<file path="src/hdl/i2c_guard_pkg.sv">
// shared widths, frame state encoding and command whitelist codes
`default_nettype none

package i2c_guard_pkg;

    // one bus data byte
    typedef logic [7:0] byte_t;

    // position inside a nine-bit unit, 0 to 8
    typedef logic [3:0] bit_idx_t;

    // frame tracking states
    typedef enum logic [1:0] {
        st_idle,
        st_command,
        st_data,
        st_wait_stop
    } frame_state_t;

    // last data position and parity position within a unit
    localparam bit_idx_t last_data_idx = 4'd7;
    localparam bit_idx_t parity_idx    = 4'd8;

    // command bytes allowed right after a START
    localparam byte_t cmd_allow_a0 = 8'hA0;
    localparam byte_t cmd_allow_b4 = 8'hB4;
    localparam byte_t cmd_allow_c2 = 8'hC2;

endpackage

`default_nettype wire
</file>
<file path="src/hdl/i2c_guard_top.sv">
// top level of the passive i2c guard: sampler, counter, fsm and checkers
`default_nettype none

module i2c_guard_top #(
    parameter bit parity_en     = 1'b1,
    parameter bit cmd_whitelist = 1'b1
) (
    input  logic                 clk,
    input  logic                 rst_sync_n,
    input  logic                 scl,
    input  logic                 sda,
    output logic                 byte_strobe,
    output i2c_guard_pkg::byte_t rx_byte,
    output logic                 parity_error,
    output logic                 cmd_blocked
);

    logic scl_rise;
    logic sda_bit;
    logic start_det;
    logic stop_det;
    logic cnt_clear;
    logic bit_take;
    logic shift_en;
    logic cmd_phase;
    logic byte_done;
    logic parity_take;

    i2c_line_sampler u_i2c_line_sampler (
        .clk        (clk),
        .rst_sync_n (rst_sync_n),
        .scl        (scl),
        .sda        (sda),
        .scl_rise   (scl_rise),
        .sda_bit    (sda_bit),
        .start_det  (start_det),
        .stop_det   (stop_det)
    );

    // unit position stays inside the counter
    i2c_bit_counter u_i2c_bit_counter (
        .clk         (clk),
        .rst_sync_n  (rst_sync_n),
        .cnt_clear   (cnt_clear),
        .bit_take    (bit_take),
        .bit_idx     (),
        .byte_done   (byte_done),
        .parity_take (parity_take)
    );

    i2c_frame_fsm u_i2c_frame_fsm (
        .clk         (clk),
        .rst_sync_n  (rst_sync_n),
        .scl_rise    (scl_rise),
        .start_det   (start_det),
        .stop_det    (stop_det),
        .byte_done   (byte_done),
        .parity_take (parity_take),
        .cnt_clear   (cnt_clear),
        .bit_take    (bit_take),
        .shift_en    (shift_en),
        .cmd_phase   (cmd_phase)
    );

    i2c_byte_shifter u_i2c_byte_shifter (
        .clk         (clk),
        .rst_sync_n  (rst_sync_n),
        .shift_en    (shift_en),
        .sda_bit     (sda_bit),
        .byte_done   (byte_done),
        .rx_byte     (rx_byte),
        .byte_strobe (byte_strobe)
    );

    i2c_parity_check #(
        .parity_en (parity_en)
    ) u_i2c_parity_check (
        .clk          (clk),
        .rst_sync_n   (rst_sync_n),
        .byte_strobe  (byte_strobe),
        .rx_byte      (rx_byte),
        .parity_take  (parity_take),
        .sda_bit      (sda_bit),
        .parity_error (parity_error)
    );

    i2c_cmd_filter #(
        .cmd_whitelist (cmd_whitelist)
    ) u_i2c_cmd_filter (
        .clk         (clk),
        .rst_sync_n  (rst_sync_n),
        .byte_strobe (byte_strobe),
        .rx_byte     (rx_byte),
        .cmd_phase   (cmd_phase),
        .cmd_blocked (cmd_blocked)
    );

endmodule

`default_nettype wire

</file>
<file path="src/hdl/i2c_cmd_filter.sv">
// two-stage whitelist compare of the command byte after START
`default_nettype none

module i2c_cmd_filter #(
    parameter bit cmd_whitelist = 1'b1
) (
    input  logic                 clk,
    input  logic                 rst_sync_n,
    input  logic                 byte_strobe,
    input  i2c_guard_pkg::byte_t rx_byte,
    input  logic                 cmd_phase,
    output logic                 cmd_blocked
);

    import i2c_guard_pkg::*;

    logic match_a0;
    logic match_b4;
    logic match_c2;
    logic cmd_valid;

    // stage 1: one match flag per allowed code
    always_ff @(posedge clk) begin
        if (byte_strobe && cmd_phase) begin
            match_a0 <= (rx_byte == cmd_allow_a0);
            match_b4 <= (rx_byte == cmd_allow_b4);
            match_c2 <= (rx_byte == cmd_allow_c2);
        end
    end

    // stage 2, data bytes never reach here
    always_ff @(posedge clk or negedge rst_sync_n) begin
        if (!rst_sync_n) begin
            cmd_valid   <= 1'b0;
            cmd_blocked <= 1'b0;
        end else begin
            cmd_valid <= byte_strobe && cmd_phase;
            if (cmd_valid) begin
                cmd_blocked <= cmd_whitelist && !(match_a0 || match_b4 || match_c2);
            end
        end
    end

endmodule

`default_nettype wire

</file>
<file path="src/hdl/i2c_parity_check.sv">
// two-stage even parity check of each byte against its ninth bit
`default_nettype none

module i2c_parity_check #(
    parameter bit parity_en = 1'b1
) (
    input  logic                 clk,
    input  logic                 rst_sync_n,
    input  logic                 byte_strobe,
    input  i2c_guard_pkg::byte_t rx_byte,
    input  logic                 parity_take,
    input  logic                 sda_bit,
    output logic                 parity_error
);

    logic nib_lo_par;
    logic nib_hi_par;
    logic calc_par;
    logic rx_par;
    logic chk_valid;

    // nibble parities held until the ninth bit shows up
    always_ff @(posedge clk) begin
        if (byte_strobe) begin
            nib_lo_par <= ^rx_byte[3:0];
            nib_hi_par <= ^rx_byte[7:4];
        end
        if (parity_take) begin
            calc_par <= nib_lo_par ^ nib_hi_par;
            rx_par   <= sda_bit;
        end
    end

    always_ff @(posedge clk or negedge rst_sync_n) begin
        if (!rst_sync_n) begin
            chk_valid    <= 1'b0;
            parity_error <= 1'b0;
        end else begin
            chk_valid <= parity_take;
            if (chk_valid) begin
                // constant low when checking is off
                parity_error <= parity_en && (calc_par != rx_par);
            end
        end
    end

endmodule

`default_nettype wire

</file>
<file path="src/hdl/i2c_byte_shifter.sv">
// msb-first shift register publishing each completed byte
`default_nettype none

module i2c_byte_shifter (
    input  logic                 clk,
    input  logic                 rst_sync_n,
    input  logic                 shift_en,
    input  logic                 sda_bit,
    input  logic                 byte_done,
    output i2c_guard_pkg::byte_t rx_byte,
    output logic                 byte_strobe
);

    import i2c_guard_pkg::*;

    byte_t shift_reg;
    byte_t shift_nxt;

    // byte_done lands on the eighth shift, so take the bit directly
    assign shift_nxt = {shift_reg[6:0], sda_bit};

    always_ff @(posedge clk) begin
        if (shift_en) begin
            shift_reg <= shift_nxt;
        end
        if (byte_done) begin
            rx_byte <= shift_nxt;
        end
    end

    always_ff @(posedge clk or negedge rst_sync_n) begin
        if (!rst_sync_n) begin
            byte_strobe <= 1'b0;
        end else begin
            byte_strobe <= byte_done;
        end
    end

endmodule

`default_nettype wire

</file>
<file path="src/hdl/i2c_frame_fsm.sv">
// frame state machine steering counter, shifter and command filter
`default_nettype none

module i2c_frame_fsm (
    input  logic clk,
    input  logic rst_sync_n,
    input  logic scl_rise,
    input  logic start_det,
    input  logic stop_det,
    input  logic byte_done,
    input  logic parity_take,
    output logic cnt_clear,
    output logic bit_take,
    output logic shift_en,
    output logic cmd_phase
);

    import i2c_guard_pkg::*;

    frame_state_t state;
    frame_state_t state_nxt;
    logic         frame_open;
    logic         byte_done_d;

    always_comb begin
        state_nxt = state;
        if (stop_det) begin
            state_nxt = st_idle;
        end else if (start_det) begin
            // also covers a repeated START
            state_nxt = st_command;
        end else begin
            case (state)
                st_idle: begin
                    // clocking without a START seen, sit out this transfer
                    if (scl_rise) begin
                        state_nxt = st_wait_stop;
                    end
                end
                st_command: begin
                    if (parity_take) begin
                        state_nxt = st_data;
                    end
                end
                st_data: begin
                    state_nxt = st_data;
                end
                st_wait_stop: begin
                    state_nxt = st_wait_stop;
                end
                default: begin
                    state_nxt = st_idle;
                end
            endcase
        end
    end

    always_ff @(posedge clk or negedge rst_sync_n) begin
        if (!rst_sync_n) begin
            state       <= st_idle;
            byte_done_d <= 1'b0;
            cmd_phase   <= 1'b0;
        end else begin
            state       <= state_nxt;
            byte_done_d <= byte_done;
            // held from START through the command byte strobe
            if (stop_det) begin
                cmd_phase <= 1'b0;
            end else if (start_det) begin
                cmd_phase <= 1'b1;
            end else if (byte_done_d) begin
                cmd_phase <= 1'b0;
            end
        end
    end

    assign frame_open = (state == st_command) || (state == st_data);
    assign cnt_clear  = start_det || stop_det;
    assign bit_take   = scl_rise && frame_open;
    // ninth bit stays out of the shifter
    assign shift_en   = bit_take && !parity_take;

    a_cmd_phase_state: assert property (
        @(posedge clk) disable iff (!rst_sync_n)
        cmd_phase |-> (state == st_command)
    );

endmodule

`default_nettype wire

</file>
<file path="src/hdl/i2c_bit_counter.sv">
// bit position counter for nine-bit units with byte and parity markers
`default_nettype none

module i2c_bit_counter (
    input  logic                    clk,
    input  logic                    rst_sync_n,
    input  logic                    cnt_clear,
    input  logic                    bit_take,
    output i2c_guard_pkg::bit_idx_t bit_idx,
    output logic                    byte_done,
    output logic                    parity_take
);

    import i2c_guard_pkg::*;

    // markers follow the take in the same cycle
    assign byte_done   = bit_take && (bit_idx == last_data_idx);
    assign parity_take = bit_take && (bit_idx == parity_idx);

    always_ff @(posedge clk or negedge rst_sync_n) begin
        if (!rst_sync_n) begin
            bit_idx <= '0;
        end else if (cnt_clear) begin
            // START or STOP drops a partial unit
            bit_idx <= '0;
        end else if (bit_take) begin
            if (bit_idx == parity_idx) begin
                bit_idx <= '0;
            end else begin
                bit_idx <= bit_idx + 4'd1;
            end
        end
    end

    // a take lost under a clear would shift the whole unit
    a_take_not_cleared: assert property (
        @(posedge clk) disable iff (!rst_sync_n)
        bit_take |-> !cnt_clear
    );

endmodule

`default_nettype wire

</file>
<file path="src/hdl/i2c_line_sampler.sv">
// scl/sda synchronizer with scl rising edge, START and STOP detection
`default_nettype none

module i2c_line_sampler (
    input  logic clk,
    input  logic rst_sync_n,
    input  logic scl,
    input  logic sda,
    output logic scl_rise,
    output logic sda_bit,
    output logic start_det,
    output logic stop_det
);

    logic scl_meta;
    logic scl_sync;
    logic scl_prev;
    logic sda_meta;
    logic sda_sync;
    logic sda_prev;

    // two-flop synchronizers start at the idle bus level
    always_ff @(posedge clk or negedge rst_sync_n) begin
        if (!rst_sync_n) begin
            scl_meta <= 1'b1;
            scl_sync <= 1'b1;
            sda_meta <= 1'b1;
            sda_sync <= 1'b1;
        end else begin
            scl_meta <= scl;
            scl_sync <= scl_meta;
            sda_meta <= sda;
            sda_sync <= sda_meta;
        end
    end

    // previous levels and registered line events
    always_ff @(posedge clk or negedge rst_sync_n) begin
        if (!rst_sync_n) begin
            scl_prev  <= 1'b1;
            sda_prev  <= 1'b1;
            scl_rise  <= 1'b0;
            sda_bit   <= 1'b1;
            start_det <= 1'b0;
            stop_det  <= 1'b0;
        end else begin
            scl_prev  <= scl_sync;
            sda_prev  <= sda_sync;
            scl_rise  <= scl_sync && !scl_prev;
            sda_bit   <= sda_sync;
            // sda moving while scl stays high
            start_det <= scl_sync && scl_prev && sda_prev && !sda_sync;
            stop_det  <= scl_sync && scl_prev && !sda_prev && sda_sync;
        end
    end

    // both lines moving in one sample would hide a START or STOP
    a_lines_apart: assert property (
        @(posedge clk) disable iff (!rst_sync_n)
        (scl_sync != scl_prev) |-> (sda_sync == sda_prev)
    );

endmodule

`default_nettype wire

</file>
<file path="config.mk">
export PLATFORM = sky130hd
export DESIGN_NAME = i2c_guard_top
export DESIGN_NICKNAME = d
export VERILOG_FILES = /design/src/hdl/i2c_guard_pkg.sv /design/src/hdl/i2c_guard_top.sv /design/src/hdl/i2c_cmd_filter.sv /design/src/hdl/i2c_parity_check.sv /design/src/hdl/i2c_byte_shifter.sv /design/src/hdl/i2c_frame_fsm.sv /design/src/hdl/i2c_bit_counter.sv /design/src/hdl/i2c_line_sampler.sv
export SDC_FILE = /design/constraint.sdc
export NUM_CORES = 1
export LEC_CHECK = 0
export BUFFER_PORTS_ARGS = -buffer_cell sky130_fd_sc_hd__buf_2
export CAP_MARGIN = 5
export CELL_PAD_IN_SITES_DETAIL_PLACEMENT = 1
export CELL_PAD_IN_SITES_GLOBAL_PLACEMENT = 2
export CORE_AREA = 10 10 76 78
export DETAILED_ROUTE_END_ITERATION = 16
export DIE_AREA = 0 0 86 88
export PLACE_DENSITY = 0.75
export SETUP_SLACK_MARGIN = 0.5
export SLEW_MARGIN = 20
export SYNTH_ARGS = -nofsm -noshare
export SYNTH_HDL_FRONTEND = slang
export SYNTH_SLANG_ARGS = --single-unit
</file>
<file path="constraint.sdc">
create_clock -name clk -period 2.5 [get_ports clk]
set_input_delay 0.5 -clock clk [delete_from_list [all_inputs] [get_ports clk]]
set_output_delay 0.5 -clock clk [all_outputs]
set_load 0.1 [all_outputs]
</file>
==> run summary <==
Entering global routing, the biggest net connects 22 pins. The global-route wire length before repair came out at 5110 um. For the reg2reg setup slack, the log shows 0.83 ns.

The tools report the element type at the critical path start as a register. The clock input transition at the sequential cells of the worst setup and hold paths was 0.09 ns. In the layout the commonest cells are sky130_fd_sc_hd__edfxtp_1 (22), sky130_fd_sc_hd__dfrtp_1 (15), sky130_fd_sc_hd__buf_2 (14). Buffers added to address setup during post-CTS repair amount to 0. The startpoint of the most critical register-to-register path is u_i2c_frame_fsm.state[0].

The final-report hold violation count is 0, and the total of flip-flops plus latches after synthesis is 43. STA puts the critical path data arrival time at 1.18 ns. For the die outline area, the log shows 7570 um2. In this run, placement finished with an instance count of 183. The remaining antenna violation count is 0, and the net switching share of the total power is 26.6%. For the post-detailed-route DRC marker count, the log shows 0.

For the worst-skew pair, the clock arrives at the later sink with an insertion delay of 0.30 ns. All-layer global routing usage: 8.70%. The tools report the number of warnings printed during yosys synthesis as 0.

The share of the cycle needed by the critical path after routing is 67.4%. The wire length per cell is 15.8 um. The wire-length estimate of the detail-placed layout is 2320 um. In this run, post-CTS repair resized a total of 0 instances.

The number of antenna diodes in the final layout is 0. The clock net in this run drives a total of 43 sinks. The fraction of final layout cells with drive strength greater than 1 works out to 23.7%. The total of max-cap violations was 0; the relative max-transition margin was 67.3%. The synthesized area per cell was 14.9 um2; the number of placement rows was 24. The worst setup path is captured at an output port.

Synthesis produced 116 cells. For the number of clock buffers inserted by TritonCTS, the log shows 5. The static leakage is 0.856 nW, and the clock tree buffer depth is 2.

The worst register-to-register path ends at u_i2c_byte_shifter.rx_byte[4]. The post-route clock skew was 0.00241 ns; the post-synthesis instance area was 1720 um2. Adding up every negative setup slack in the final design gives 0 ns.

The run gives 15 as the total I/O pin count. Total design power: 1.46 mW. The area growth from synthesis to layout is 13.8%. Data on the critical path is required at its endpoint by 2.00 ns.

Minimum setup slack in the final design: 0.816 ns. The time the final worst path needs with I/O delays and setup is 1.68 ns. The initial core utilization came out at 40.2%. Timing analysis after detailed placement gives a worst setup slack of 0.850 ns.

The run gives 133 as the net count after synthesis. The family of cells with the greatest summed delay on the critical path was buffers and inverters. The tools report the routed wire length as 3010 um. The worst setup path is of the register to output port kind. The die extent in y came out at 88 um. Before antenna repair, the detailed router went through 4 iterations. The slew at the pin closest to its max-slew limit was 0.494 ns; the length in cells of the worst reg-to-reg path was 5.

The hold buffer count at cts is 0, and the placer's final routability congestion estimate is 0.727. During placement, the flow inserted port buffers numbering 14. In this run the standard cell core region covers 4290 um2. The worst hold path belongs to the class input pin to asynchronous set/reset pin.

Of all nets on the critical path, the largest fanout is 5. The maximum operating frequency came out at 0.594 GHz. The cell type of the slowest stage on the worst timing path was sky130_fd_sc_hd__buf_2. The maximum single-stage delay on the critical path was 0.46 ns. The final-report max-slew violation count is 0. The count of final setup violators was 0.

The number of antenna violations at the first check in global routing is 0, and the floorplan die width is 86 um. In the final design database the tool counted 155 nets. Power spread over the standard cell area amounts to 744 nW/um2.

TritonCTS built the clock tree. The run finished with clean final reports. The first routing iteration left 23 violations. Cell internal power was estimated by the tool at 1.07 mW.

The clock network fraction of design power was 31.7%; the flip-flop count of the largest register, all copies and words added was 8. Setup repair after global routing left no endpoint under its margin. After detailed routing, the number of vias per cell comes to 4.84. The total via count in the routed design came out at 925.

The relative contribution of sequential cells to total power came out at 58.0%. The number of global-route vias before repair was 1,021. The non-filler instance count after layout is 191. The tools report the remaining global-route overflow as 0. The count of buffer and inverter cells on the critical path works out to 1. The net switching power came out at 389 uW. Number of library cell types mapped by synthesis: 27.

Cell chosen for the clock root: sky130_fd_sc_hd__clkbuf_8. For the filler cell count, the log shows 436. Sequential share of the synthesized area: 69.2%. The H-tree generated during clock tree synthesis spans 2 levels. The maximum ir drop on the vdd rail was 399 uV. The library cell used most frequently in the layout, excluding fill and tap cells, is sky130_fd_sc_hd__edfxtp_1.

Traced cell by cell, the critical path runs through buf_2. Power share of the combinational group: 10.3%.
[area by class of cell]
type	count	area [um2]	share of cell area, %
clock inverter	3	26.3	1.34
inverter	13	48.8	2.49
clock buffer	5	68.8	3.51
sequential	43	1190	60.8
multi-input combinational	60	482	24.6
tap	52	65.1	3.32
timing repair buffer	15	77.6	3.95
[worst max path at each step]
stage | start | endpoint | slack, ns | cells past startpoint
2_1_floorplan | u_i2c_frame_fsm.state[0] | u_i2c_byte_shifter.rx_byte[0] | 0.54 | 4
3_3_place_gp | u_i2c_frame_fsm.state[0] | u_i2c_byte_shifter.rx_byte[7] | 0.92 | 5
3_5_place_dp | u_i2c_frame_fsm.state[0] | u_i2c_byte_shifter.rx_byte[4] | 0.85 | 5
4_1_cts | u_i2c_byte_shifter.byte_strobe | byte_strobe | 0.79 | 1
5_1_grt | u_i2c_frame_fsm.state[0] | u_i2c_byte_shifter.shift_reg[2] | 0.72 | 4
6_report | u_i2c_byte_shifter.byte_strobe | byte_strobe | 0.82 | 1
[per-layer routing]
metal	part of all wire [%]	global-route usage [%]	routed length [um]
met3	3.4	2.51	102
met4	2.0	4.49	61
met5	0	0	0
met2	49	13.9	1480
met1	45	10.4	1370
[synthesized netlist by cell type (all sizes together)]
cell type | n | area, um2
o41ai | 1 | 16.3
inv | 13 | 48.8
a21oi | 5 | 25.0
and3 | 1 | 6.26
nor3b | 3 | 22.5
nor3 | 3 | 15.0
nor2b | 1 | 6.26
a21boi | 1 | 7.51
nand3b | 1 | 11.3
nor4 | 1 | 6.26
edfxtp | 22 | 661
dfrtp | 15 | 375
ha | 13 | 163
nand2 | 3 | 11.3
xor2 | 2 | 17.5
nor2 | 4 | 17.5
xnor2 | 2 | 17.5
and4 | 3 | 26.3
mux2 | 1 | 11.3
o31a | 1 | 8.76
and2 | 4 | 25.0
nand3 | 4 | 20.0
a41oi | 1 | 8.76
dfstp | 6 | 158
nand2b | 3 | 18.8
mux2i | 2 | 20.0
[power by group through the flow]
| stage | registers, mW | logic (mW) | clock network (mW) |
|---|---|---|---|
| after floorplan | 0.848 | 0.110 | 0 |
| after global placement | 0.855 | 0.143 | 0 |
| after detailed placement | 0.861 | 0.152 | 0 |
| after CTS | 0.846 | 0.154 | 0.485 |
| after global routing | 0.853 | 0.172 | 0.520 |
| final | 0.846 | 0.150 | 0.463 |
[cell families (layout without fill, tap and decap cells)]
kind of cell | count (synthesis) | after routing | share of synthesized area, %
compound gates | 9 | 9 | 3.85
xor+xnor | 4 | 4 | 2.03
fa+ha+maj | 13 | 13 | 9.43
buf+inv | 13 | 36 | 2.83
flops | 43 | 43 | 69.2
mux | 3 | 3 | 1.81
simple gates | 31 | 31 | 10.8
[metrics by stage]
| step | hold slack, ns | area (um2) | utilization, % |
|---|---|---|---|
| after floorplan | 0.204 | 1720 | - |
| after global placement | 0.348 | 1870 | 43.5 |
| after detailed placement | 0.348 | 1870 | 43.5 |
| after CTS | 0.151 | 1960 | 45.7 |
| after global routing | 0.173 | 1960 | 45.7 |
| final | 0.142 | 1960 | 45.7 |
Power figures use the tool's default switching activity.
